===== config.mk =====
export PLATFORM = sky130hd
export DESIGN_NAME = mmio_csr
export DESIGN_NICKNAME = d
export VERILOG_FILES = /design/src/asp_ctrl_pkg.sv /design/src/mmio_csr.sv
export VERILOG_INCLUDE_DIRS = /design/src /design/src/src
export SDC_FILE = /design/constraint.sdc
export NUM_CORES = 1
export LEC_CHECK = 0
export BUFFER_PORTS_ARGS = -buffer_cell sky130_fd_sc_hd__buf_2
export CORE_UTILIZATION = 40
export CTS_BUF_LIST = sky130_fd_sc_hd__clkbuf_16
export DETAILED_ROUTE_END_ITERATION = 12
export PLACE_DENSITY = 0.71
export SYNTH_ARGS = -nofsm -noshare
export SYNTH_HDL_FRONTEND = slang
export SYNTH_SLANG_ARGS = --single-unit

===== constraint.sdc =====
create_clock -name clk -period 3.2 [get_ports clk]
set_input_delay 0.16 -clock clk [delete_from_list [all_inputs] [get_ports clk]]
set_output_delay 0.16 -clock clk [all_outputs]
set_load 0.01 [all_outputs]

===== src/afu_consts.svh =====
/*
 * Accelerator shell constants
 * Widths, local memory depth, CSR offsets and the AFU identifier
 */
`ifndef AFU_CONSTS_SVH
`define AFU_CONSTS_SVH

`define ASP_DATA_W              32
`define ASP_HOST_ADDR_W         16
`define ASP_LMEM_DEPTH          256
`define ASP_LMEM_ADDR_W         8
// Wide enough to hold a full-bank length of 256
`define ASP_LEN_W               9
`define ASP_MMIO_ADDR_W         4
`define ASP_AFU_ID              32'hA5F0_0C11
`define ASP_DMA_MAX_OUTSTANDING 4

// CSR register indexes
`define ASP_CSR_ID              4'h0
`define ASP_CSR_STATUS          4'h1
`define ASP_CSR_DMA_SRC         4'h2
`define ASP_CSR_DMA_DST         4'h3
`define ASP_CSR_DMA_LEN         4'h4
`define ASP_CSR_KERN_BASE       4'h5
`define ASP_CSR_KERN_LEN        4'h6
`define ASP_CSR_KERN_RESULT     4'h7
`define ASP_CSR_CONTROL         4'h8

`endif


===== src/asp_ctrl_pkg.sv =====
/*
 * Control-side types: MMIO operations and register indexes,
 * MMIO request and response, DMA and kernel commands
 */
`default_nettype none
`include "afu_consts.svh"

package asp_ctrl_pkg;

    typedef enum logic {
        MMIO_RD = 1'b0,
        MMIO_WR = 1'b1
    } mmio_op_e;

    typedef enum logic [`ASP_MMIO_ADDR_W-1:0] {
        CSR_ID          = `ASP_CSR_ID,
        CSR_STATUS      = `ASP_CSR_STATUS,
        CSR_DMA_SRC     = `ASP_CSR_DMA_SRC,
        CSR_DMA_DST     = `ASP_CSR_DMA_DST,
        CSR_DMA_LEN     = `ASP_CSR_DMA_LEN,
        CSR_KERN_BASE   = `ASP_CSR_KERN_BASE,
        CSR_KERN_LEN    = `ASP_CSR_KERN_LEN,
        CSR_KERN_RESULT = `ASP_CSR_KERN_RESULT,
        CSR_CONTROL     = `ASP_CSR_CONTROL
    } csr_idx_e;

    typedef struct packed {
        mmio_op_e               op;
        csr_idx_e               idx;
        logic [`ASP_DATA_W-1:0] wdata;
    } mmio_req_t;

    typedef struct packed {
        logic [`ASP_DATA_W-1:0] rdata;
    } mmio_rsp_t;

    // Host source, local destination, length in words
    typedef struct packed {
        logic [`ASP_HOST_ADDR_W-1:0] src;
        logic [`ASP_LMEM_ADDR_W-1:0] dst;
        logic [`ASP_LEN_W-1:0]       len;
    } dma_cmd_t;

    typedef struct packed {
        logic [`ASP_LMEM_ADDR_W-1:0] base;
        logic [`ASP_LEN_W-1:0]       len;
    } kern_cmd_t;

endpackage : asp_ctrl_pkg

`default_nettype wire


===== src/mmio_csr.sv =====
/*
 * MMIO register block: decodes host reads and writes,
 * holds DMA and kernel commands and issues their start pulses
 */
`default_nettype none
`include "afu_consts.svh"

module mmio_csr
import asp_ctrl_pkg::*;
(
    input  logic                   clk,
    input  logic                   rst,

    input  logic                   mmio_req_valid,
    input  mmio_req_t              mmio_req,
    output logic                   mmio_req_ready,
    output logic                   mmio_rsp_valid,
    output mmio_rsp_t              mmio_rsp,

    output dma_cmd_t               dma_cmd,
    output logic                   dma_start,
    input  logic                   dma_busy,
    input  logic                   dma_done,

    output kern_cmd_t              kern_cmd,
    output logic                   kern_start,
    input  logic                   kern_busy,
    input  logic                   kern_done,
    input  logic [`ASP_DATA_W-1:0] kern_result
);

logic                   rd_go, wr_go, wr_ctrl;
logic                   dma_done_q, kern_done_q;
logic [`ASP_DATA_W-1:0] rd_data;

// Hold off new requests while a read response is on the bus
assign mmio_req_ready = !mmio_rsp_valid;
assign rd_go   = mmio_req_valid && mmio_req_ready && (mmio_req.op == MMIO_RD);
assign wr_go   = mmio_req_valid && mmio_req_ready && (mmio_req.op == MMIO_WR);
assign wr_ctrl = wr_go && (mmio_req.idx == CSR_CONTROL);

// Starts to a busy engine are dropped
assign dma_start  = wr_ctrl && mmio_req.wdata[0] && !dma_busy;
assign kern_start = wr_ctrl && mmio_req.wdata[1] && !kern_busy;

always_comb begin
    case (mmio_req.idx)
        CSR_ID:          rd_data = `ASP_AFU_ID;
        CSR_STATUS:      rd_data = `ASP_DATA_W'({kern_done_q, kern_busy, dma_done_q, dma_busy});
        CSR_DMA_SRC:     rd_data = `ASP_DATA_W'(dma_cmd.src);
        CSR_DMA_DST:     rd_data = `ASP_DATA_W'(dma_cmd.dst);
        CSR_DMA_LEN:     rd_data = `ASP_DATA_W'(dma_cmd.len);
        CSR_KERN_BASE:   rd_data = `ASP_DATA_W'(kern_cmd.base);
        CSR_KERN_LEN:    rd_data = `ASP_DATA_W'(kern_cmd.len);
        CSR_KERN_RESULT: rd_data = kern_result;
        default:         rd_data = '0;
    endcase
end

always_ff @(posedge clk) begin
    if (rst) begin
        dma_cmd        <= '0;
        kern_cmd       <= '0;
        dma_done_q     <= 1'b0;
        kern_done_q    <= 1'b0;
        mmio_rsp_valid <= 1'b0;
    end else begin
        mmio_rsp_valid <= rd_go;
        if (wr_go) begin
            case (mmio_req.idx)
                CSR_DMA_SRC:   dma_cmd.src   <= mmio_req.wdata[`ASP_HOST_ADDR_W-1:0];
                CSR_DMA_DST:   dma_cmd.dst   <= mmio_req.wdata[`ASP_LMEM_ADDR_W-1:0];
                CSR_DMA_LEN:   dma_cmd.len   <= mmio_req.wdata[`ASP_LEN_W-1:0];
                CSR_KERN_BASE: kern_cmd.base <= mmio_req.wdata[`ASP_LMEM_ADDR_W-1:0];
                CSR_KERN_LEN:  kern_cmd.len  <= mmio_req.wdata[`ASP_LEN_W-1:0];
                default: ;
            endcase
        end
        // Sticky done, cleared by the next start
        if (dma_done) begin
            dma_done_q <= 1'b1;
        end
        if (dma_start) begin
            dma_done_q <= 1'b0;
        end
        if (kern_done) begin
            kern_done_q <= 1'b1;
        end
        if (kern_start) begin
            kern_done_q <= 1'b0;
        end
    end
end

always_ff @(posedge clk) begin
    if (rd_go) begin
        mmio_rsp.rdata <= rd_data;
    end
end

// A started engine goes busy on the next cycle
a_dma_start_idle: assert property (@(posedge clk) disable iff (rst)
    dma_start |=> dma_busy);
a_kern_start_idle: assert property (@(posedge clk) disable iff (rst)
    kern_start |=> kern_busy);

endmodule : mmio_csr

`default_nettype wire


Yosys cells after proc, flatten, opt, wreduce, memory -nomap -nowiden
Index checks and enable logic that the tools add are counted. Widths: inputs -> output; s select.

Register bits after elaboration: 85. Output and inout bits: 86. Logic and storage cells: 38.

Muxes and demuxes: 1. Equal/unequal tests: 8. Bitwise gates (word level): 1. Reduce and logical (&&, ||, !) cells: 19.

Operators by type and width (number): $pmux 32 s8 (1); $eq 4x3->1 const B (4); $reduce_and 2->1 (5); $eq 4x2->1 const B (2); $logic_and 1x1->1 (8); $eq 4x1->1 const B (1); $eq 4x4->1 const B (1); $logic_not 4->1 (1); $reduce_or 2->1 (2); $logic_not 1->1 (3); $not 1->1 (1).

Longest topological paths before layout
Gate-level depths: netlist of the first run.

Word-level depth: 7. Depth in mapped cells: 6.

Worst setup path before layout of the first run
OpenSTA, ideal clock, no wires.

Path kind: register -> register. From: register mmio_rsp_valid. To: register mmio_rsp[0] (netlist name), enable pin. Library setup time: 0.469 ns. Stages on the path, launching flop included: 2. Buffers on the path: 0. Arrival time: 2.803 ns. Setup slack: -0.072 ns. Clock period less this slack: 3.272 ns. Path through: dfxtp_1 -> nor3b_1.

Word-level cells in the longest chain between the ends: 3.

Ends and longest elaborated chain: start, declared (RTL line mmio_csr.sv:17) `output logic mmio_rsp_valid,`; start signal, assigned (RTL line mmio_csr.sv:68) `mmio_rsp_valid <= rd_go;`; $logic_not 1->1 (RTL line mmio_csr.sv:37) `assign mmio_req_ready = !mmio_rsp_valid;`; $logic_and 1x1->1 (2 in a row) (RTL line mmio_csr.sv:38) `assign rd_go = mmio_req_valid && mmio_req_ready && (mmio_req.op == MMIO_RD);`; named net rd_go (RTL line mmio_csr.sv:32) `logic rd_go, wr_go, wr_ctrl;`; end, declared (RTL line mmio_csr.sv:18) `output mmio_rsp_t mmio_rsp,`.

The timed path passes the listed nets, and every way through them passes these cells. A chain may end at the register's enable or synchronous reset.

Final worst setup path of the first run
From: register mmio_rsp_valid. To: output dma_start.

Word-level cells in the longest chain between the ends: 6.

Ends and longest elaborated chain: $logic_not 1->1 (RTL line mmio_csr.sv:37); $logic_and 1x1->1 (2 in a row) (RTL line mmio_csr.sv:39) `assign wr_go = mmio_req_valid && mmio_req_ready && (mmio_req.op == MMIO_WR);`; $logic_and 1x1->1 (RTL line mmio_csr.sv:40) `assign wr_ctrl = wr_go && (mmio_req.idx == CSR_CONTROL);`; $logic_and 1x1->1 (2 in a row) (RTL line mmio_csr.sv:43) `assign dma_start = wr_ctrl && mmio_req.wdata[0] && !dma_busy;`; end, declared (RTL line mmio_csr.sv:21) `output logic dma_start,`.

No other way between the ends.

==> results of run 1 <==
-- metrics by stage --
| step | hold slack, ns | utilization (%) |
|---|---|---|
| 2_1_floorplan | 0.308 | - |
| 5_1_grt | 0.0710 | 53.7 |
| 6_report | 0.0729 | 53.7 |
| 4_1_cts | 0.0676 | 53.7 |
| 3_3_place_gp | 0.415 | 50.3 |
| 3_5_place_dp | 0.419 | 50.3 |
-- critical path, cell delays in order (launching register included) --
cell and delay, ns:
dfxtp_1 0.36, nand3b_1 0.60, nor4_2 0.48, buf_2 0.19
-- state kept, by name (all words and copies together), names as in the netlist --
name and count:
mmio_rsp_valid 1, kern_done_q 1, kern_cmd 17, dma_cmd 33, dma_done_q 1, mmio_rsp 32
-- layout make-up --
cell class	instances	area (um^2)
flip-flops and latches	85	2020
well taps	129	161
inverters	5	18.8
clock inverters	7	90.1
multi-input cells	267	1730
clock buffers	9	225
repair buffers	152	778
fillers	899	4340
-- power groups by stage --
stage	sequential [W]	clock (W)	combinational (W)
after floorplan	0.00119	0	0.000109
after CTS	0.00116	0.00111	0.000221
after global placement	0.00118	0	0.000216
after global routing	0.00116	0.00116	0.000239
final	0.00116	0.00110	0.000222
after detailed placement	0.00118	0	0.000220
-- metal layers --
layer / wire length (um) / track usage, %
met1: 4920 / 30.8
met2: 5760 / 36.6
met3: 1000 / 5.04
met4: 248 / 9.81
met5: 0 / 0
-- cell families (layout without fill, tap and decap cells) --
family                 Yosys count  after routing
AO/OA/AOI/OAI                  124            124
AND/OR/NAND/NOR                123            123
flip-flops                      85             85
buffers and inverters           42            173
multiplexers                    20             20
-- synth_stat cells (4+ instances only) --
cell / count
a21o_1: 8
a22oi_1: 7
nand2b_1: 23
inv_1: 4
a21oi_1: 44
o21ai_0: 9
mux2i_1: 14
nor2_1: 5
clkbuf_1: 17
nand3_1: 44
a22o_1: 6
dfxtp_1: 53
o21ai_1: 34
a32oi_1: 4
mux2_1: 6
nand2_1: 7
edfxtp_1: 32
nor2b_1: 6
and2_1: 8
buf_2: 16
-- final timing paths --
kind	from	endpoint	slack, ns
hold / removal	mmio_req[10]	dma_cmd[27]$_SDFFE_PP0P_	0.07
setup / recovery	mmio_rsp_valid$_SDFF_PP0_	dma_start	1.06
hold reg to reg	dma_cmd[7]$_SDFFE_PP0P_	dma_cmd[7]$_SDFFE_PP0P_	0.50
setup reg to reg	mmio_rsp_valid$_SDFF_PP0_	dma_cmd[3]$_SDFFE_PP0P_	1.31
-- cell usage in the layout (no fill, tap or decap), drive strengths merged, types with 4 or more instances in the layout --
cell type / count
nand2b: 23
and2: 8
o21ai: 43
mux2: 6
a21oi: 44
a22o: 6
mux2i: 14
nand3: 44
a21o: 8
inv: 5
nor2: 6
buf: 152
nand2: 7
a22oi: 7
nor2b: 6
a32oi: 4
dfxtp: 53
clkbuf: 9
edfxtp: 32
==> results.cfg, run 1 <==
[run_status]
outcome = completed

[power]
pwr_density_cell_mw_per_mm2 = 493
ir_drop_mv = 0.227
p_int_w = 0.00191
seq_power_share_pct = 46.7
combinationalPowerShare_pct = 9.0
pwr-share-clk_pct = 44.4
switching_share_pct = 23.1
power_switching_w = 0.000573
p_total_w = 0.00248
p_leak_nw = 2.06

[layout]
final_area_mm2 = 0.00503
syn_to_final_growth_pct = 27.6
drive_gt1_share_pct = 33.1
diodes = 0
fin_cells = 654
nets = 596

[global_route]
grt_max_degree = 63
grt_usage_pct = 23.2
grt_pass1_wl_um = 17800
grt_pass1_vias = 3305
gr-total-overflow = 0
antenna_found_initial = 0

[sta]
rsz0062_at_grt = no
finClkSkew_ns = 0.00436
fin_crit_ns = 2.14
final-setup-viol-count = 0
slew_violations = 0
setup-tns-final_ns = 0
period_share_pct = 66.8
finalHoldViolCount = 0
tightest_slew_ns = 1.08
fmax_ghz = 0.468
maxSlewHeadroom_pct = 28.2
finalWorstSetupSlack_ns = 1.06

[die]
dieArea_mm2 = 0.0103
die_h_um = 101
start_util_pct = 42.1
core_mm2 = 0.00937
die_w_um = 101
num_io_pins = 162
fp-row-count = 35

[synth]
synth_edf_count = 32
dominantRegCellSynth = dfxtp_1
ys_seq_area_share_pct = 51.3
netlist_area_mm2 = 0.00394
yosysWarnings = 0
synth_top_area_cell = dfxtp_1
synth_top_cells_by_area = dfxtp_1 (27%), edfxtp_1 (24%), a21oi_1 (5.6%)
syn_inst = 394
synthMuxAreaShare_pct = 5.27
synth_compound_area_share_pct = 18.8
synth-simple-area-share_pct = 19.6
synthAdderAreaFrac_pct = 0
ys_ff_latch = 85
synth_top_area_share_pct = 26.9
synthXorXnorAreaFrac_pct = 0
synth_top_family_by_area = simple AND/OR/NAND/NOR gates
syn-num-nets = 470
synthDistinctLibCells = 50
postSynthAreaPerCell_um2 = 10.0
postSynth.asyncResetShare_pct = 0

[place]
dp_cells = 638
place_area_mm2 = 0.00471
place_congestion = 0.840
pre_cts_slack_ns = 1.17
dp_hpwl_um = 8160
port_buffers = 145

[flow_run]
cap_viol_max_count = 0

[clocking]
cts-resized-gates = 0
clock_path_buffers = 2
ctsRootBufferMaster = clkbuf_16
hold_buffers = 0
postCtsSetupRepairBufs = 0
cts_buffers = 9
clkTransAtPathRegs_ns = 0.06
cts_sinks = 85
cts_tree = done
clk_latency_ns = 0.34
cts_max_level = 3

[worst_setup_path]
path_class = reg -> out
critPathLaunchType = register
path_max_fanout = 14
end_kind = primary output
reg2reg_depth = 4
cp.required_ns = 3.04
arrival_ns = 1.98

[route]
antenna_left = 0
via_count = 3646
drc_errors = 0
dr.first_iter.drc_count = 310
routed_wl_um = 11900
vias_per_cell = 5.57
dr.pass1.iters = 5
routedWlPerCell_um = 18.2

[worst_hold_path]
min_path_type = in -> reg
holdPathStages = 3
(Power assumes the default switching activity.)
==> inputs of run 2 (changes only) <==
--- a/config.mk
+++ b/config.mk
@@ -10,7 +10,7 @@
 export CORE_UTILIZATION = 40
 export CTS_BUF_LIST = sky130_fd_sc_hd__clkbuf_16
 export DETAILED_ROUTE_END_ITERATION = 12
-export PLACE_DENSITY = 0.71
+export PLACE_DENSITY = 0.68
 export SYNTH_ARGS = -nofsm -noshare
 export SYNTH_HDL_FRONTEND = slang
 export SYNTH_SLANG_ARGS = --single-unit
==> constraint.sdc (replaced) <==
create_clock -name clk -period 2.1 [get_ports clk]
set_input_delay 0.105 -clock clk [delete_from_list [all_inputs] [get_ports clk]]
set_output_delay 0.105 -clock clk [all_outputs]
set_load 0.01 [all_outputs]
==> run 2 against run 1 <==
Net effect:
- combinational power grew 59%
- critical path depth grew 1
- first-iteration DRC count shrank 12%
- worst hold slack got worse by 0.047 ns
- sequential share of layout area shrank 0.69 points
- clock power grew 49%
- non-clock buffer count increased by 12
- critical path type unchanged
- largest power group unchanged
- highest routed layer unchanged
==> results.cfg, run 2 (synthesis gave the netlist of run 1 again) <==
[route]
drc_errors = 0
via_count = 3654
routedWlPerCell_um = 17.8
vias_per_cell = 5.49
dr.pass1.iters = 5
routed_wl_um = 11800
antenna_left = 0
dr.first_iter.drc_count = 274

[power]
p_leak_nw = 2.12
switching_share_pct = 23.5
pwr_density_cell_mw_per_mm2 = 735
power_switching_w = 0.000883
pwr-share-clk_pct = 43.7
seq_power_share_pct = 46.9
ir_drop_mv = 0.361
combinationalPowerShare_pct = 9.4
p_int_w = 0.00288

[sta]
maxSlewHeadroom_pct = 53.0
rsz0062_at_grt = no
period_share_pct = 80.2
setup-tns-final_ns = 0
finClkSkew_ns = 0.00941
slew_violations = 0
fmax_ghz = 0.594
final-setup-viol-count = 0
tightest_slew_ns = 0.706
finalHoldViolCount = 0
fin_crit_ns = 1.68

[layout]
syn_to_final_growth_pct = 29.8
reg.largest.list = dma_cmd x33, mmio_rsp x32, kern_cmd x17
largest_reg_flops = 33
drive_gt1_share_pct = 34.6
diodes = 0
fillers = 873
postLayoutCoreUtil_pct = 54.6
mostFrequentLayoutCell = buf_2
regMostFlops = dma_cmd
nets = 608
layout_common_cells = buf_2 (145), dfxtp_1 (53), a21oi_1 (44), nand3_1 (44), o21ai_1 (34)

[global_route]
grt_pass1_vias = 3305
gr-total-overflow = 0
grt_max_degree = 44
grt_usage_pct = 23.1
antenna_found_initial = 0
grt_pass1_wl_um = 17800

[worst_setup_path]
reg2reg_depth = 5
reg2reg_slack_ns = 0.65
path_class = reg -> out
cp.required_ns = 2.00
timing.rr.end = dma_cmd[4]$_SDFFE_PP0P_
path_max_fanout = 10
regToRegStartpoint = mmio_rsp_valid$_SDFF_PP0_
end_kind = primary output
critPathLaunchType = register
arrival_ns = 1.58

[place]
port_buffers = 145
dp_hpwl_um = 8570
place_congestion = 0.888

[run_status]
outcome = completed

[worst_hold_path]
holdPathStages = 3
min_to = dma_cmd[27]$_SDFFE_PP0P_
min_path_type = in -> reg
min_from = mmio_req[10]

[die]
num_io_pins = 162
die_h_um = 101
dieArea_mm2 = 0.0103
core_mm2 = 0.00937
fp-row-count = 35
start_util_pct = 42.1
die_w_um = 101

[clocking]
cts_max_level = 3
clock_path_buffers = 2
cts_buffers = 9
cts_sinks = 85
cts-resized-gates = 0
clkTransAtPathRegs_ns = 0.07
ctsRootBufferMaster = clkbuf_16
hold_buffers = 0
cts_tree = done
clk_latency_ns = 0.33

[flow_run]
cap_viol_max_count = 0
==> run 2: how the worst max path moves through the flow <==
stage                              start                      end
2_1_floorplan  mmio_rsp_valid$_SDFF_PP0_    mmio_rsp[0]$_DFFE_PP_
3_3_place_gp   mmio_rsp_valid$_SDFF_PP0_  dma_cmd[1]$_SDFFE_PP0P_
3_5_place_dp   mmio_rsp_valid$_SDFF_PP0_  dma_cmd[4]$_SDFFE_PP0P_
4_1_cts        mmio_rsp_valid$_SDFF_PP0_               kern_start
5_1_grt        mmio_rsp_valid$_SDFF_PP0_               kern_start
6_report       mmio_rsp_valid$_SDFF_PP0_                dma_start
==> run 2: worst max-delay path, stage by stage, from the launching register on <==
cell and delay, ns:
dfxtp_1 0.35, nand3b_1 0.17, buf_4 0.19, nor4_2 0.34, buf_2 0.20
==> run 2: final cells by class <==
type                            instances  area [um^2]  share of cell area, %
Clock buffer                           10          250                   4.89
Sequential cell                        85         2020                   39.5
Tap cell                              129          161                   3.15
Inverter                                5         18.8                  0.367
Multi-Input combinational cell        267         1730                   33.9
Clock inverter                          6         62.6                   1.22
Timing Repair Buffer                  164          868                   17.0
==> run 2: power by group through the flow <==
stage	combinational, W	clock (W)	sequential (W)
detailed placement	0.000346	0	0.00180
floorplan	0.000167	0	0.00182
CTS	0.000347	0.00165	0.00176
global placement	0.000339	0	0.00180
global route	0.000380	0.00173	0.00177
finish	0.000352	0.00164	0.00176
==> run 2: what timing repair did <==
action	in CTS	in global routing
endpoints found under the setup margin	0	1
endpoints found under the hold margin	0	0
setup buffers	0	2
==> run 2: per-stage QoR <==
stage	worst slack (ns)	hold WS, ns	area, um^2	power, W	instances
floorplan	0.397	0.253	3950	0.00199	394
global placement	0.361	0.360	4790	0.00214	648
detailed placement	0.298	0.368	4790	0.00215	648
CTS	0.0929	0.0236	5100	0.00376	664
global route	0.329	0.0234	5120	0.00388	666
finish	0.416	0.0261	5120	0.00376	666
==> run 2: routing by layer <==
layer | part of all wire, % | up-vias | wire length (um) | track usage, %
li1 | - | 1734 | - | -
met3 | 6.9 | 19 | 819 | 4.42
met1 | 44 | 1721 | 5210 | 31.3
met5 | 0 | - | 0 | 0
met2 | 47 | 180 | 5520 | 37.8
met4 | 2.3 | 0 | 273 | 6.69
==> inputs of run 3 (changes only) <==
==> constraint.sdc (replaced) <==
create_clock -name clk -period 1.7 [get_ports clk]
set_input_delay 0.085 -clock clk [delete_from_list [all_inputs] [get_ports clk]]
set_output_delay 0.085 -clock clk [all_outputs]
set_load 0.01 [all_outputs]
==> run 3 against run 2 <==
Net effect:
- core utilization rose by 2.1 points
- non-clock buffer count is 14 higher
- final area grew 3.9%
- clock skew is 0.0037 ns lower
- register-to-register slack worse by 0.46 ns
- critical endpoint unchanged
- die area is the same
- global-route usage rose by 0.10 points
- critical path depth is the same
- critical path type unchanged
- worst hold slack got worse by 0.019 ns
- first-iteration DRC count is 25% higher
==> results.cfg, run 3 (synthesis gave the netlist of run 1 again) <==
[layout]
reg.largest.list = dma_cmd x33, mmio_rsp x32, kern_cmd x17
postLayoutCoreUtil_pct = 56.7
mostFrequentLayoutCell = buf_2
nets = 622
syn_to_final_growth_pct = 34.9
regMostFlops = dma_cmd
diodes = 0
largest_reg_flops = 33
layout_common_cells = buf_2 (145), dfxtp_1 (52), a21oi_1 (44), nand3_1 (44), o21ai_1 (34)
drive_gt1_share_pct = 35.9
fin_cells = 680

[power]
p_total_w = 0.00452
ir_drop_mv = 0.488
p_leak_nw = 2.21
pwr_density_cell_mw_per_mm2 = 851

[route]
dr.pass1.iters = 5
dr.first_iter.drc_count = 342
routed_wl_um = 12100
via_count = 3759
drc_errors = 0
vias_per_cell = 5.53
antenna_left = 0
routedWlPerCell_um = 17.8

[worst_setup_path]
critPathLaunchType = register
cp.required_ns = 1.62
arrival_ns = 1.56
end_kind = primary output
path_max_fanout = 11
cpPeakStageDelay_ns = 0.35
path_class = reg -> out
crit_slowest_cell = dfxtp_2
crit_chain = nand3b_1 -> buf_12 -> nor4_4 -> buf_2
cp_num_buf_inv = 2
crit_family = simple AND/OR/NAND/NOR gates

[sta]
setup-tns-final_ns = 0
fin_crit_ns = 1.64
finClkSkew_ns = 0.00575
maxSlewHeadroom_pct = 54.4
final-setup-viol-count = 0
finalHoldViolCount = 0
holdWs_ns = 0.00752
period_share_pct = 96.8
fmax_ghz = 0.608
slew_violations = 0
tightest_slew_ns = 0.683

[run_status]
outcome = completed

[clocking]
clock_path_buffers = 2
clk_latency_ns = 0.34
ctsRootBufferMaster = clkbuf_16
clkTransAtPathRegs_ns = 0.06
cts_tree = done
cts_max_level = 3
cts_sinks = 85
cts_buffers = 9

[global_route]
gr-total-overflow = 0
grt_pass1_vias = 3338
grt_max_degree = 42
antenna_found_initial = 0
grt_usage_pct = 23.2
grt_pass1_wl_um = 17900

[die]
num_io_pins = 162
start_util_pct = 42.1
die_h_um = 101
core_mm2 = 0.00937
fp-row-count = 35
die_w_um = 101
dieArea_mm2 = 0.0103

[place]
port_buffers = 145
dp_hpwl_um = 8610
place_congestion = 0.908
dp_cells = 655

[worst_hold_path]
min_path_type = in -> reg

[flow_run]
cap_viol_max_count = 0
==> run 3: cell count changes in the layout (fill, tap and decap cells not counted), sizes merged <==
cell and change:
dlygate4sd3 +5, inv +1, buf +8, clkinvlp +1, bufinv -1
==> run 3: repair_timing <==
| item | 4_1_cts | 5_1_grt |
|---|---|---|
| pin swaps | 0 | 1 |
| setup buffers | 0 | 3 |
| gates cloned | 0 | 1 |
| gates resized for setup | 3 | 0 |
| hold buffers | 5 | 0 |
| endpoints found under the setup margin | 2 | 2 |
| endpoints found under the hold margin | 5 | 0 |
==> run 3: final timing paths <==
check	start	slack, ns	end	cells past startpoint
worst max-delay path	mmio_rsp_valid$_SDFF_PP0_	0.06	dma_start	4
worst max register to register	mmio_rsp_valid$_SDFF_PP0_	0.19	kern_cmd[1]$_SDFFE_PP0P_	6
worst min-delay path	mmio_req[13]	0.008	dma_cmd[30]$_SDFFE_PP0P_	3
worst min register to register	dma_cmd[2]$_SDFFE_PP0P_	0.50	dma_cmd[2]$_SDFFE_PP0P_	2
==> run 3: routing by layer <==
layer | up-vias | GRT usage [%] | part of all wire [%]
met2 | 183 | 38.2 | 48
met3 | 19 | 5.18 | 7.0
met5 | - | 0 | 0
li1 | 1761 | - | -
met1 | 1796 | 30.5 | 44
met4 | 0 | 7.36 | 1.8
==> run 3: worst reg2reg max path, delay by kind of cell, from the launching register on <==
family                 cells  cell delay, ns
buffers and inverters      3            0.53
DFF                        1            0.35
AOI/OAI and AO/OA          2            0.26
and+or+nand+nor            1            0.22
==> run 3: through the flow <==
stage	worst slack [ns]	instance area, um^2
finish	0.0552	5320
CTS	0.0291	5270
detailed placement	0.177	4920
floorplan	0.0213	3950
global placement	0.196	4920
global route	-0.00190	5320
==> run 3: area by class of cell <==
class,instances,area [um^2]
fillers,865,4050
multi-input cells,267,1750
clock buffers,9,225
flip-flops and latches,85,2020
inverters,5,18.8
clock inverters,7,58.8
repair buffers,178,1080
well taps,129,161
==> run 3: report_power, final <==
group | internal, W | leakage [nW] | switching, W
combinational | 0.000211 | 1.36 | 0.000282
sequential | 0.00216 | 0.721 | 0.0000186
clock | 0.00101 | 0.134 | 0.000844
