[src/afu_consts.svh]
/*
 * Accelerator shell constants
 * Widths, local memory depth, CSR offsets and the AFU identifier
 */
`ifndef AFU_CONSTS_SVH
`define AFU_CONSTS_SVH

`define ASP_DATA_W              32
`define ASP_HOST_ADDR_W         16
`define ASP_LMEM_DEPTH          256
`define ASP_LMEM_ADDR_W         8
// Wide enough to hold a full-bank length of 256
`define ASP_LEN_W               9
`define ASP_MMIO_ADDR_W         4
`define ASP_AFU_ID              32'hA5F0_0C11
`define ASP_DMA_MAX_OUTSTANDING 4

// CSR register indexes
`define ASP_CSR_ID              4'h0
`define ASP_CSR_STATUS          4'h1
`define ASP_CSR_DMA_SRC         4'h2
`define ASP_CSR_DMA_DST         4'h3
`define ASP_CSR_DMA_LEN         4'h4
`define ASP_CSR_KERN_BASE       4'h5
`define ASP_CSR_KERN_LEN        4'h6
`define ASP_CSR_KERN_RESULT     4'h7
`define ASP_CSR_CONTROL         4'h8

`endif

[src/asp_mem_pkg.sv]
/*
 * Memory-side types: host read requests and responses,
 * local memory requests and read data
 */
`default_nettype none
`include "afu_consts.svh"

package asp_mem_pkg;

    // Word address into host memory
    typedef struct packed {
        logic [`ASP_HOST_ADDR_W-1:0] addr;
    } host_req_t;

    typedef struct packed {
        logic [`ASP_DATA_W-1:0] data;
    } host_rsp_t;

    // Write when wr is set, read otherwise
    typedef struct packed {
        logic                        wr;
        logic [`ASP_LMEM_ADDR_W-1:0] addr;
        logic [`ASP_DATA_W-1:0]      wdata;
    } lmem_req_t;

    typedef struct packed {
        logic [`ASP_DATA_W-1:0] rdata;
    } lmem_rsp_t;

endpackage : asp_mem_pkg

`default_nettype wire

[src/asp_ctrl_pkg.sv]
/*
 * Control-side types: MMIO operations and register indexes,
 * MMIO request and response, DMA and kernel commands
 */
`default_nettype none
`include "afu_consts.svh"

package asp_ctrl_pkg;

    typedef enum logic {
        MMIO_RD = 1'b0,
        MMIO_WR = 1'b1
    } mmio_op_e;

    typedef enum logic [`ASP_MMIO_ADDR_W-1:0] {
        CSR_ID          = `ASP_CSR_ID,
        CSR_STATUS      = `ASP_CSR_STATUS,
        CSR_DMA_SRC     = `ASP_CSR_DMA_SRC,
        CSR_DMA_DST     = `ASP_CSR_DMA_DST,
        CSR_DMA_LEN     = `ASP_CSR_DMA_LEN,
        CSR_KERN_BASE   = `ASP_CSR_KERN_BASE,
        CSR_KERN_LEN    = `ASP_CSR_KERN_LEN,
        CSR_KERN_RESULT = `ASP_CSR_KERN_RESULT,
        CSR_CONTROL     = `ASP_CSR_CONTROL
    } csr_idx_e;

    typedef struct packed {
        mmio_op_e               op;
        csr_idx_e               idx;
        logic [`ASP_DATA_W-1:0] wdata;
    } mmio_req_t;

    typedef struct packed {
        logic [`ASP_DATA_W-1:0] rdata;
    } mmio_rsp_t;

    // Host source, local destination, length in words
    typedef struct packed {
        logic [`ASP_HOST_ADDR_W-1:0] src;
        logic [`ASP_LMEM_ADDR_W-1:0] dst;
        logic [`ASP_LEN_W-1:0]       len;
    } dma_cmd_t;

    typedef struct packed {
        logic [`ASP_LMEM_ADDR_W-1:0] base;
        logic [`ASP_LEN_W-1:0]       len;
    } kern_cmd_t;

endpackage : asp_ctrl_pkg

`default_nettype wire

[src/dma_engine.sv]
/*
 * Host-to-local DMA engine with several host reads in flight
 * and a small response FIFO in front of local memory
 */
`default_nettype none
`include "afu_consts.svh"

module dma_engine
import asp_mem_pkg::*, asp_ctrl_pkg::*;
(
    input  logic      clk,
    input  logic      rst,

    input  dma_cmd_t  dma_cmd,
    input  logic      dma_start,
    output logic      dma_busy,
    output logic      dma_done,

    output logic      host_req_valid,
    output host_req_t host_req,
    input  logic      host_req_ready,
    input  logic      host_rsp_valid,
    input  host_rsp_t host_rsp,

    output logic      dma_lmem_valid,
    output lmem_req_t dma_lmem_req,
    input  logic      dma_lmem_ready
);

localparam int MAX_OUT = `ASP_DMA_MAX_OUTSTANDING;
localparam int CNT_W   = $clog2(MAX_OUT + 1);
localparam int PTR_W   = $clog2(MAX_OUT);

typedef enum logic [1:0] {IDLE, RUN, DRAIN} dma_state_e;

dma_state_e                  state;
logic [`ASP_HOST_ADDR_W-1:0] req_addr;
logic [`ASP_LMEM_ADDR_W-1:0] wr_addr;
logic [`ASP_LEN_W-1:0]       issue_left, wr_left;
logic [CNT_W-1:0]            inflight, fifo_cnt;
logic [CNT_W:0]              credit_used;
logic [PTR_W-1:0]            wr_ptr, rd_ptr;
logic [`ASP_DATA_W-1:0]      fifo_q [MAX_OUT];
logic                        req_go, pop;

// Every read in flight has a FIFO slot reserved for its response
assign credit_used    = inflight + fifo_cnt;
assign host_req_valid = (state == RUN) && (issue_left != '0) && (int'(credit_used) < MAX_OUT);
assign host_req.addr  = req_addr;
assign req_go         = host_req_valid && host_req_ready;

assign dma_lmem_valid = (fifo_cnt != '0);
assign pop            = dma_lmem_valid && dma_lmem_ready;

always_comb begin
    dma_lmem_req.wr    = 1'b1;
    dma_lmem_req.addr  = wr_addr;
    dma_lmem_req.wdata = fifo_q[rd_ptr];
end

assign dma_busy = (state != IDLE);
assign dma_done = (state == DRAIN) && (wr_left == '0);

always_ff @(posedge clk) begin
    if (rst) begin
        state      <= IDLE;
        req_addr   <= '0;
        wr_addr    <= '0;
        issue_left <= '0;
        wr_left    <= '0;
        inflight   <= '0;
        fifo_cnt   <= '0;
        wr_ptr     <= '0;
        rd_ptr     <= '0;
    end else begin
        inflight <= inflight + CNT_W'(req_go) - CNT_W'(host_rsp_valid);
        fifo_cnt <= fifo_cnt + CNT_W'(host_rsp_valid) - CNT_W'(pop);
        if (host_rsp_valid) begin
            wr_ptr <= wr_ptr + 1'b1;
        end
        if (req_go) begin
            req_addr   <= req_addr + 1'b1;
            issue_left <= issue_left - 1'b1;
        end
        if (pop) begin
            rd_ptr  <= rd_ptr + 1'b1;
            wr_addr <= wr_addr + 1'b1;
            wr_left <= wr_left - 1'b1;
        end
        case (state)
            IDLE: begin
                if (dma_start) begin
                    state      <= RUN;
                    req_addr   <= dma_cmd.src;
                    issue_left <= dma_cmd.len;
                    wr_addr    <= dma_cmd.dst;
                    wr_left    <= dma_cmd.len;
                end
            end
            RUN: begin
                if (issue_left == '0) begin
                    state <= DRAIN;
                end
            end
            DRAIN: begin
                if (wr_left == '0) begin
                    state <= IDLE;
                end
            end
            default: state <= IDLE;
        endcase
    end
end

always_ff @(posedge clk) begin
    if (host_rsp_valid) begin
        fifo_q[wr_ptr] <= host_rsp.data;
    end
end

a_inflight_max: assert property (@(posedge clk) disable iff (rst)
    int'(inflight) <= MAX_OUT);
// Host memory only answers reads this engine issued
a_rsp_expected: assert property (@(posedge clk) disable iff (rst)
    host_rsp_valid |-> inflight != '0);

endmodule : dma_engine

`default_nettype wire

[config.mk]
export PLATFORM = sky130hd
export DESIGN_NAME = dma_engine
export DESIGN_NICKNAME = d
export VERILOG_FILES = /design/src/asp_mem_pkg.sv /design/src/asp_ctrl_pkg.sv /design/src/dma_engine.sv
export VERILOG_INCLUDE_DIRS = /design/src /design/src/src
export SDC_FILE = /design/constraint.sdc
export NUM_CORES = 1
export LEC_CHECK = 0
export BUFFER_PORTS_ARGS = -buffer_cell sky130_fd_sc_hd__buf_2
export CORE_MARGIN = 2
export CORE_UTILIZATION = 45
export DETAILED_ROUTE_END_ITERATION = 10
export GPL_TIMING_DRIVEN = 0
export PLACE_DENSITY = 0.66
export SLEW_MARGIN = 10
export SYNTH_ARGS = -nofsm -noshare
export SYNTH_HDL_FRONTEND = slang
export SYNTH_SLANG_ARGS = --single-unit
[constraint.sdc]
create_clock -name clk -period 3.05 [get_ports clk]
set_input_delay 0.305 -clock clk [delete_from_list [all_inputs] [get_ports clk]]
set_output_delay 0.305 -clock clk [all_outputs]
set_load 0.05 [all_outputs]
# Yosys cells after proc, flatten, opt, wreduce, memory -nomap -nowiden
# Memory sizes are Yosys's and may differ from the RTL's. A register that Yosys moved wholly into a read port is not among the register bits.
# Cells that the tools add are included.
word_totals:
  word_cells: 59
  ramBits: 128
  input_bits: 71
  mem_count: 1
  output_inout_bits: 61
  mem_bits_ro: 0
  reg_bits: 54
  latchBits: 0
op_classes:
  div: 0
  order_cmp: 1
  n_eq_ne: 5
  reduce_logical: 12
  shift: 0
  bitwise_logic: 0
  n_mux: 20
  add_sub_neg: 11
  n_mul: 0
mem_list:
  columns: ["memory", "words", "word_bits", "rd", "rd_clocked_by_memory_dff", "write_ports", "line_no", "text"]
  rows:
  - ["fifo_q", 4, 32, 1, 1, 1, "dma_engine.sv:43", "logic [`ASP_DATA_W-1:0] fifo_q [MAX_OUT];"]
op_table:
  columns: ["operator", "n"]
  rows:
  - ["$mux W9", 6]
  - ["$mux W16", 3]
  - ["$mux W8", 3]
  - ["$logic_not A9 Y1", 2]
  - ["$sub A9 B1 Y9 const B", 2]
  - ["$add A16 B1 Y16 const B", 1]
  - ["$mux W2", 5]
  - ["$reduce_bool A9 Y1", 1]
  - ["$add A8 B1 Y8 const B", 1]
  - ["$add A3 B1 Y3", 2]
  - ["$pmux W2 S3", 1]
  - ["$sub A3 B1 Y3", 2]
  - ["$logic_and A1 B1 Y1", 5]
  - ["$add A2 B1 Y2 const B", 2]
  - ["$add A3 B3 Y4", 1]
  - ["$lt A4 B3 Y1 const B", 1]
  - ["$ne A2 B1 Y1 const B", 2]
  - ["$reduce_and A3 Y1", 1]
  - ["$reduce_bool A3 Y1", 1]
  - ["$eq A2 B1 Y1 const B", 1]
  - ["$eq A2 B2 Y1 const B", 1]
  - ["$logic_not A2 Y1", 1]
  - ["$mux W1", 2]
  - ["$ne A2 B2 Y1 const B", 1]
  - ["$reduce_bool A2 Y1", 1]

# Logic depth before layout (Yosys ltp)
# Gate-level depths: netlist of run 1.
depth:
  depth_word: 7
  ltp_mapped: 13
  mapped_depth_nobuf: 13

# Least setup slack after synthesis of run 1
# No wires, ideal clock.
synth_path:
  path_kind: "register to register"
  start: "register fifo_cnt[2]"
  end: "register inflight[2]"
  path_stages_with_launch: 13
  required_time_ps: 2922
  path_buffers: 0
  t_arrival_ps: 2539
  setup_ps: 128
  setup_slack_ps: 383
  period_less_slack_ps: 2667
  path_cell_list: "dfxtp_1 > ha_1 > nor4_2 > nand4_1 > nor2_2 > inv_1 > ha_1 > inv_1 > ha_1 > fa_1 > xnor2_1 > xnor2_1 > nor2_1"
synth_via:
  elab_chain_len: 6
synth_rtl:
  columns: ["item", "line_no", "text"]
  rows:
  - ["start: declaration", "dma_engine.sv:40", "logic [CNT_W-1:0] inflight, fifo_cnt;"]
  - ["start signal: assignment", "dma_engine.sv:77", "fifo_cnt <= fifo_cnt + CNT_W'(host_rsp_valid) - CNT_W'(pop);"]
  - ["$add A3 B3 Y4", "dma_engine.sv:47", "assign credit_used = inflight + fifo_cnt;"]
  - ["$lt A4 B3 Y1", "dma_engine.sv:48", "assign host_req_valid = (state == RUN) && (issue_left != '0) && (int'(credit_used) < MAX_OUT);"]
  - ["$logic_and A1 B1 Y1", "dma_engine.sv:48", null]
  - ["$logic_and A1 B1 Y1", "dma_engine.sv:50", "assign req_go = host_req_valid && host_req_ready;"]
  - ["$add A3 B1 Y3", "dma_engine.sv:76", "inflight <= inflight + CNT_W'(req_go) - CNT_W'(host_rsp_valid);"]
  - ["$sub A3 B1 Y3", "dma_engine.sv:76", null]
  - ["end signal: assignment", "dma_engine.sv:76", null]
  - ["end: declaration", "dma_engine.sv:40", null]
# No other way between the ends.
# A chain may end at the register's enable or synchronous reset.

# Worst setup path in the final report of run 1
# Ends and elaborated chain as after synthesis.

==> run_results.csv, run 1 <==
group,metric,value,unit
run_status,status,"finished clean",
die,die-area,17900,µm²
sta,final.setup.tns,0,ns
synth,yosysUniqueCellTypes,45,
critical_path,critical_path_class,"reg2reg",
routing,vias_per_cell,5.34,
final_layout,syn_to_final_growth,21.4,%
critical_path,critPathArrivalTime,3.11,ns
critical_path,r2r-end,"inflight[2]$_SDFF_PP0_",
sta,fin_crit_sh,0.928,
sta,skew,0.0111,ns
cts,cts_buffer_depth,2,
synth,netlist_instances,515,
final_layout,n_antenna_cell,0,
routing,first_iter_violations,228,
sta,slew_headroom,0.556,
pwr,p_leak,3.30,nW
sta,rsz0062_at_grt,"false",
pwr,ir_worst_vdd,0.397,mV
critical_path,crit_path_start_kind,"flip-flop",
final_layout,layout_commonest_cell,"buf_2",
routing,drt-total-wl,15.8,mm
place,io_buffers,130,
sta,whs,0.0998,ns
die,dieWidth,134,µm
job,cap_violations,0,
place,placed_area,8580,µm²
critical_path,cp_common_cell,"ha_1",
grt,first_global_vias,5069,
pwr,p_per_area,810,nW/µm²
final_layout,fin_area,9190,µm²
grt,grt_max_degree,31,
cts,clk_pin_slew,0.06,ns
cts,cts_tree,"yes",
cts,htree_levels,4,
synth,synth_flop_cell,"edfxtp_1",
cts,clock_latency,0.42,ns
synth,synth_edf_count,128,
critical_path,max_stage_delay,0.40,ns
sta,maxSlewViolCount,0,
routing,drc,0,
grt,grt_overflow,0,
die,fp.dieH,134,µm
die,coreArea,16500,µm²
final_layout,drive_above_1_share,0.313,
final_layout,layout_common_cells,"137 x buf_2, 128 x edfxtp_1, 56 x dfxtp_1",
die,initial_core_util,0.458,
place,hpwlAfterDp,11.0,mm
routing,routedWlPerCell,17.6,µm
grt,antenna_found_initial,0,
critical_path,cp-endpoint,"inflight[2]$_SDFF_PP0_",
die,io_pins,132,
synth,avgSynthCellArea,14.7,µm²
die,row_count,47,
sta,max_freq,353,MHz
synth,ys_seq_area_frac,0.656,
cts,cts_buffers,17,
routing,ant_nets,0,
critical_path,path_cells,"ha_1, nor4_2, nand4_1, nor2_4, inv_1, ha_1, inv_1, ha_1, fa_1, xnor2_1, xnor2_1, nor2_1",
routing,drtPass1Iterations,4,
sta,finalHoldViolations,0,
final_layout,fill_cells,1372,
final_layout,nNetsFinal,757,
sta,setup-violations-final,0,
synth,async_reset_ff_frac,0,
critical_path,critical_path.slowest_cell,"dfxtp_1",
final_layout,multiInputGateArea,2440,µm²
critical_path,r2r_start,"fifo_cnt[2]$_SDFF_PP0_",
cts,clock_tree.root_cell,"clkbuf_16",
final_layout,fin_util,0.556,
synth,synth-warning-count,0,
synth,syn_area,7570,µm²
grt,grt_pass1_wl,25.3,mm
sta,period_minus_slack,2.83,ns
critical_path,worstSetupStartpoint,"fifo_cnt[2]$_SDFF_PP0_",
critical_path,rrSetupSlack,0.22,ns
critical_path,cp_max_fo,4,
min_path,hold_path_class,"in2reg",
routing,vias,4809,
critical_path,end_kind,"flip-flop",
synth,syn_nets,602,
sta,tightestPinTransition,0.659,ns
critical_path,cp.required,3.33,ns
critical_path,r2r_cells,12,
final_layout,seqCellArea,4960,µm²
place,gp_congestion,0.856,
cts,cts.sinks,184,
synth,ys_ff_latch,184,
grt,track_usage,0.184,
synth_stat cells, drive strengths merged (3+ instances only):
cell type / n / area [µm²]
xor2: 4 / 35.0
a21oi: 19 / 95.1
inv: 19 / 71.3
nor2: 39 / 149
nand2: 20 / 75.1
nand3: 12 / 60.1
nor2b: 5 / 31.3
nor3b: 4 / 30.0
buf: 13 / 61.3
or4: 4 / 33.8
mux2i: 3 / 30.0
o21ai: 4 / 20.0
nor4: 12 / 96.3
edfxtp: 128 / 3840
xnor2: 34 / 298
dfxtp: 56 / 1120
nand3b: 4 / 30.0
a211oi: 20 / 150
clkbuf: 12 / 45.0
ha: 14 / 175
nand4: 4 / 25.0
and2: 5 / 31.3
and3: 8 / 50.1
mux4: 32 / 721
o21bai: 7 / 52.6
nor3: 14 / 70.1
critical path, delay by kind of cell, from the launching register on:
family,cells,cell delay [ns]
adder cells (fa/ha/maj),4,1.13
flip-flops,1,0.40
buffers and inverters,2,0.15
XOR/XNOR,2,0.32
AND/OR/NAND/NOR,4,0.71
per-stage QoR:
step	std cells	worst slack, ns	total power, W
5_1_grt	901	0.0107	0.00778
3_3_place_gp	865	-0.0575	0.00527
4_1_cts	900	0.113	0.00749
3_5_place_dp	869	-0.128	0.00533
6_report	901	0.220	0.00744
2_1_floorplan	515	0.383	0.00480
layer usage:
| layer | part of all wire | track usage | wire [µm] | up-vias |
|---|---|---|---|---|
| met1 | 0.42 | 0.221 | 6610 | 2387 |
| met5 | 0 | 0 | 0 | - |
| li1 | - | - | - | 2253 |
| met2 | 0.52 | 0.322 | 8200 | 149 |
| met4 | 0.020 | 0.0798 | 312 | 0 |
| met3 | 0.046 | 0.0381 | 722 | 20 |
flip-flops by register name, indices dropped and copies added, names as in the netlist, named ones only:
signal / flops
fifo_cnt: 3
fifo_q: 128
host_req: 16
inflight: 3
issue_left: 9
rd_ptr: 2
state: 2
wr_addr: 8
wr_left: 9
wr_ptr: 2
worst min path at each step:
stage	start	endpoint	depth (start not counted)
6_report	host_rsp[7]	fifo_q[1][7]$_DFFE_PP_	1
5_1_grt	host_rsp[12]	fifo_q[1][12]$_DFFE_PP_	1
4_1_cts	host_rsp[12]	fifo_q[1][12]$_DFFE_PP_	1
3_5_place_dp	issue_left[0]$_SDFF_PP0_	issue_left[0]$_SDFF_PP0_	1
3_3_place_gp	issue_left[0]$_SDFF_PP0_	issue_left[0]$_SDFF_PP0_	1
2_1_floorplan	host_rsp[0]	fifo_q[0][0]$_DFFE_PP_	0
report_power, final:
part           switching (W)  total [W]  internal, W  leakage [nW]
Clock               0.000881    0.00216      0.00128         0.266
Sequential          0.000158    0.00305      0.00289          1.64
Combinational        0.00147    0.00223     0.000762          1.39
logic make-up (layout without fill, tap and decap cells):
logic type               count (synthesis)  after routing  synth area share
AO/OA/AOI/OAI                           58             58            0.0501
multiplexers                            35             35            0.0992
XOR/XNOR                                38             38            0.0440
adder cells (fa/ha/maj)                 16             16            0.0284
buffers and inverters                   44            210            0.0235
AND/OR/NAND/NOR                        139            139            0.0982
other                                    1              1          0.000496
flip-flops                             184            184             0.656
area by class of cell:
class                      count  area share
sequential                   184       0.540
multi-input combinational    287       0.266
timing repair buffer         136      0.0811
clock buffer                  19      0.0471
tap                          220      0.0300
clock inverter                11      0.0162
buffer                        25      0.0116
inverter                      19     0.00776
timing repair:
action,4_1_cts,5_1_grt
resized for setup,1,2
setup buffers,1,1
endpoints found under the setup margin,1,2
hold buffers,0,0
gates cloned,0,0
pin swaps,1,1
Power figures use the tool's default switching activity.
==> run 2, diff against run 1 <==
CORE_ASPECT_RATIO = 1.5   (was not set)
==> run_results.csv, run 2 (synthesis results as in run 1) <==
group,metric,value,unit
run_status,status,"finished clean",
min_path,hold_path_end,"fifo_q[3][27]$_DFFE_PP_",
cts,clock_tree.root_cell,"clkbuf_16",
routing,ant_nets,0,
pwr,p_per_area,810,nW/µm²
routing,vias_per_cell,5.32,
routing,dr_wl_met3,804,µm
place,io_buffers,130,
routing,first_iter_violations,236,
final_layout,layout_common_cells,"137 x buf_2, 128 x edfxtp_1, 55 x dfxtp_1",
place,gp_congestion,0.892,
critical_path,cp.required,3.33,ns
final_layout,syn_to_final_growth,21.5,%
min_path,hold_depth,1,
cts,cts_buffer_depth,2,
critical_path,r2r-end,"inflight[2]$_SDFF_PP0_",
sta,rsz0062_at_grt,"false",
sta,skew,0.0161,ns
routing,drtPass1Iterations,5,
critical_path,critPathArrivalTime,3.18,ns
grt,antenna_found_initial,1,
critical_path,cp_max_fo,5,
sta,maxSlewViolCount,0,
die,io_pins,132,
die,coreArea,16600,µm²
place,hpwlAfterDp,11.7,mm
routing,drc,0,
min_path,hold_path_class,"in2reg",
critical_path,critical_path_class,"reg2reg",
die,row_count,58,
routing,drt-total-wl,16.5,mm
final_layout,n_antenna_cell,0,
critical_path,rrSetupSlack,0.15,ns
die,dieWidth,110,µm
routing,wl_met1,6.45,mm
critical_path,r2r_start,"fifo_cnt[1]$_SDFF_PP0_",
routing,wl_met2,9.02,mm
grt,grt_pass1_wl,25.5,mm
final_layout,fill_cells,1348,
cts,clk_pin_slew,0.08,ns
die,fp.dieH,163,µm
cts,cts_tree,"yes",
sta,finalHoldViolations,0,
die,initial_core_util,0.455,
sta,tightestPinTransition,0.650,ns
min_path,hp-start,"host_rsp[27]",
sta,period_minus_slack,2.90,ns
sta,slew_headroom,0.567,
final_layout,largest_reg_flops,128,
sta,fin_crit_sh,0.950,
grt,grt_overflow,0,
sta,setup-violations-final,0,
die,die-area,17900,µm²
final_layout,top_register,"fifo_q",
grt,grt_max_degree,25,
final_layout,nNetsFinal,760,
place,pre_cts_slack,-0.193,ns
cts,cts_buffers,17,
cts,clock_latency,0.42,ns
routing,routedWlPerCell,18.5,µm
routing,vias,4759,
sta,max_freq,345,MHz
critical_path,worstSetupStartpoint,"fifo_cnt[1]$_SDFF_PP0_",
critical_path,crit_path_start_kind,"flip-flop",
sta,setup_ws,0.153,ns
sta,whs,0.0988,ns
final_layout,drive_above_1_share,0.323,
grt,first_global_vias,4915,
pwr,ir_worst_vdd,0.579,mV
final_layout,layout_commonest_cell,"buf_2",
pwr,p_leak,3.33,nW
critical_path,r2r_cells,12,
critical_path,end_kind,"flip-flop",
routing,routed.top_layer,"met5",
cts,cts.sinks,184,
final_layout,fin_util,0.553,
cts,htree_levels,4,
job,cap_violations,0,
grt,track_usage,0.190,
-- run 2: stage by stage --
stage	power, W	instance area [µm²]	setup TNS (ns)	instances
2_1_floorplan	0.00480	7570	0	515
6_report	0.00745	9200	0	895
3_3_place_gp	0.00529	8480	-0.105	855
5_1_grt	0.00780	9200	0	895
3_5_place_dp	0.00535	8570	-0.251	859
4_1_cts	0.00751	9160	0	891
-- run 2: worst max-delay path by stage --
stage	end	slack (ns)	cells after the start
floorplan	inflight[2]$_SDFF_PP0_	0.38	12
global placement	inflight[2]$_SDFF_PP0_	-0.10	12
detailed placement	inflight[2]$_SDFF_PP0_	-0.19	12
CTS	inflight[2]$_SDFF_PP0_	0.04	12
global route	inflight[2]$_SDFF_PP0_	0.01	12
finish	inflight[2]$_SDFF_PP0_	0.15	12
-- run 2: critical path: stages (launching register included) --
cell     delay, ns
dfxtp_1       0.37
ha_1          0.22
nor4_2        0.27
nand4_1       0.26
nor2_4        0.21
inv_1         0.14
ha_1          0.30
inv_1         0.04
ha_1          0.18
fa_1          0.39
xnor2_1       0.20
xnor2_1       0.15
nor2_1        0.05
-- run 2: per-layer routing --
layer / track usage / vias to the layer above
met5: 0 / -
met4: 0.0650 / 2
met3: 0.0428 / 20
met2: 0.346 / 138
met1: 0.213 / 2329
li1: - / 2270
-- run 2: final cells by class --
cell class | count | area (µm²) | share of cell area
flip-flops and latches | 184 | 4970 | 0.540
multi-input cells | 287 | 2440 | 0.266
repair buffers | 139 | 768 | 0.0835
clock buffers | 17 | 425 | 0.0463
well taps | 210 | 263 | 0.0286
clock inverters | 14 | 151 | 0.0165
plain buffers | 25 | 106 | 0.0116
inverters | 19 | 71.3 | 0.00776
-- run 2: repair_timing --
item / CTS / global route
pin swaps: 1 / 2
hold buffers: 0 / 0
hold endpoints to repair: 0 / 0
resized for setup: 2 / 2
setup buffers: 1 / 4
endpoints found under the setup margin: 2 / 1
-- run 2: power by group --
group          switching, W  internal [W]  total (W)  leakage [nW]
clock network       0.00105       0.00109    0.00215         0.281
logic               0.00148      0.000772    0.00226          1.41
registers          0.000158       0.00289    0.00305          1.64
total               0.00269       0.00476    0.00745          3.33
==> run 3, diff against run 2 <==
GPL_TIMING_DRIVEN = 1   (was 0)
==> run_results.csv, run 3 (synthesis results as in run 1) <==
group,metric,value,unit
pwr,p_per_area,814,nW/µm²
pwr,p_sw_frac,0.357,
critical_path,cp.required,3.32,ns
grt,first_global_vias,4754,
critical_path,max_stage_delay,0.39,ns
routing,drt-total-wl,15.5,mm
cts,postCtsHoldBufs,0,
final_layout,layout_commonest_cell,"buf_2",
sta,period_minus_slack,2.78,ns
critical_path,cp_max_fo,5,
cts,htree_levels,4,
grt,grt_pass1_wl,24.2,mm
routing,drc,0,
final_layout,top_register,"fifo_q",
routing,vias,4659,
die,initial_core_util,0.455,
final_layout,n_antenna_cell,0,
grt,use_met2,0.315,
routing,drtPass1Iterations,5,
final_layout,nNetsFinal,735,
pwr,power_frac_seq,0.424,
place,gp_congestion,0.818,
critical_path,critical_path_class,"reg2reg",
sta,setup-violations-final,0,
final_layout,layout_common_cells,"130 x buf_2, 128 x edfxtp_1, 54 x dfxtp_1",
grt,antenna_found_initial,0,
die,coreArea,16600,µm²
place,io_buffers,130,
cts,cts_tree,"yes",
cts,clk_pin_slew,0.08,ns
routing,vias_per_cell,5.36,
cts,clock_tree.root_cell,"clkbuf_16",
grt,busiest_layer,"met2",
grt,grtUsageMet3,0.0464,
pwr,p_sw,0.00262,W
sta,maxSlewViolCount,0,
sta,tightestPinTransition,0.918,ns
critical_path,path_cells,"ha_1, nor4_2, nand4_1, nor2_4, inv_1, ha_1, inv_1, ha_1, fa_1, xnor2_1, xnor2_1, nor2_1",
pwr,intPower,0.00472,W
cts,cts_buffer_depth,2,
cts,cts.sinks,184,
die,row_count,58,
final_layout,drive_above_1_share,0.323,
cts,clock_latency,0.42,ns
cts,cts_buffers,17,
die,io_pins,132,
grt,met1_usage,0.206,
sta,slew_headroom,0.388,
routing,routedWlPerCell,17.8,µm
critical_path,end_kind,"flip-flop",
die,fp.dieH,163,µm
grt,grt_overflow,0,
sta,rsz0062_at_grt,"false",
die,dieWidth,110,µm
critical_path,cp_common_cell,"ha_1",
run_status,status,"finished clean",
sta,final.setup.tns,0,ns
critical_path,crit_path_start_kind,"flip-flop",
sta,max_freq,359,MHz
grt,track_usage,0.179,
pwr,power_frac_clock,0.286,
critical_path,critPathArrivalTime,3.05,ns
sta,skew,0.0120,ns
sta,whs,0.0995,ns
die,die-area,17900,µm²
routing,ant_nets,0,
final_layout,syn_to_final_growth,19.2,%
final_layout,fill_cells,1386,
critical_path,critical_path.slowest_cell,"fa_1",
job,cap_violations,0,
pwr,ir_worst_vdd,0.407,mV
final_layout,largest_reg_flops,128,
min_path,hold_path_class,"in2reg",
place,hpwlAfterDp,10.4,mm
grt,grt_max_degree,50,
sta,finalHoldViolations,0,
routing,first_iter_violations,149,
sta,fin_crit_sh,0.912,
pwr,p_leak,3.25,nW
pwr,p_comb_frac,0.290,
==> run 3: area by class of cell <==
type / instances / area [µm²] / share of cell area
Clock buffer: 17 / 425 / 0.0472
Sequential cell: 184 / 4970 / 0.551
Multi-Input combinational cell: 287 / 2440 / 0.270
Timing Repair Buffer: 139 / 718 / 0.0796
Inverter: 19 / 71.3 / 0.00791
Tap cell: 210 / 263 / 0.0291
Clock inverter: 14 / 136 / 0.0151
==> run 3: repair_timing <==
action                                  in CTS  in global routing
buffers inserted                             0                  1
endpoints found under the setup margin       0                  1
gates resized for setup                      0                  1
endpoints found under the hold margin        0                  0
==> run 3: worst paths after layout <==
check	startpoint	end	slack, ns	depth (start not counted)
worst max-delay path	fifo_cnt[2]$_SDFF_PP0_	inflight[2]$_SDFF_PP0_	0.27	12
worst min register to register	issue_left[0]$_SDFF_PP0_	issue_left[0]$_SDFF_PP0_	0.50	1
worst max register to register	fifo_cnt[2]$_SDFF_PP0_	inflight[2]$_SDFF_PP0_	0.27	12
worst min-delay path	host_rsp[1]	fifo_q[1][1]$_DFFE_PP_	0.1	1
==> run 3: worst max-delay path, delay by kind of cell, from the launching register on <==
kind / cells / cell delay (ns)
flops: 1 / 0.35
fa+ha+maj: 4 / 1.05
simple gates: 4 / 0.77
xor+xnor: 2 / 0.30
buf+inv: 2 / 0.15
==> run 3: metal layers <==
metal	wire, µm	up-vias	share of wire
met5	0	-	0
met4	277	0	0.018
met3	865	21	0.056
met2	8210	147	0.53
met1	6160	2272	0.40
li1	-	2219	-
==> run 3: per-stage QoR <==
stage | worst slack [ns] | utilization | area (µm²) | total power, W | std cells
6_report | 0.267 | 0.543 | 9020 | 0.00734 | 870
5_1_grt | 0.0440 | 0.543 | 9020 | 0.00771 | 870
4_1_cts | 0.130 | 0.542 | 9010 | 0.00744 | 869
3_5_place_dp | 0.151 | 0.508 | 8440 | 0.00532 | 838
3_3_place_gp | 0.261 | 0.508 | 8440 | 0.00526 | 838
2_1_floorplan | 0.383 | - | 7570 | 0.00480 | 515
==> run 3: power groups by stage <==
| stage | combinational (W) | sequential [W] | clock, W |
|---|---|---|---|
| after floorplan | 0.00160 | 0.00320 | 0 |
| after global placement | 0.00211 | 0.00315 | 0 |
| after detailed placement | 0.00215 | 0.00317 | 0 |
| after CTS | 0.00216 | 0.00312 | 0.00216 |
| after global routing | 0.00230 | 0.00315 | 0.00227 |
| final | 0.00213 | 0.00311 | 0.00210 |
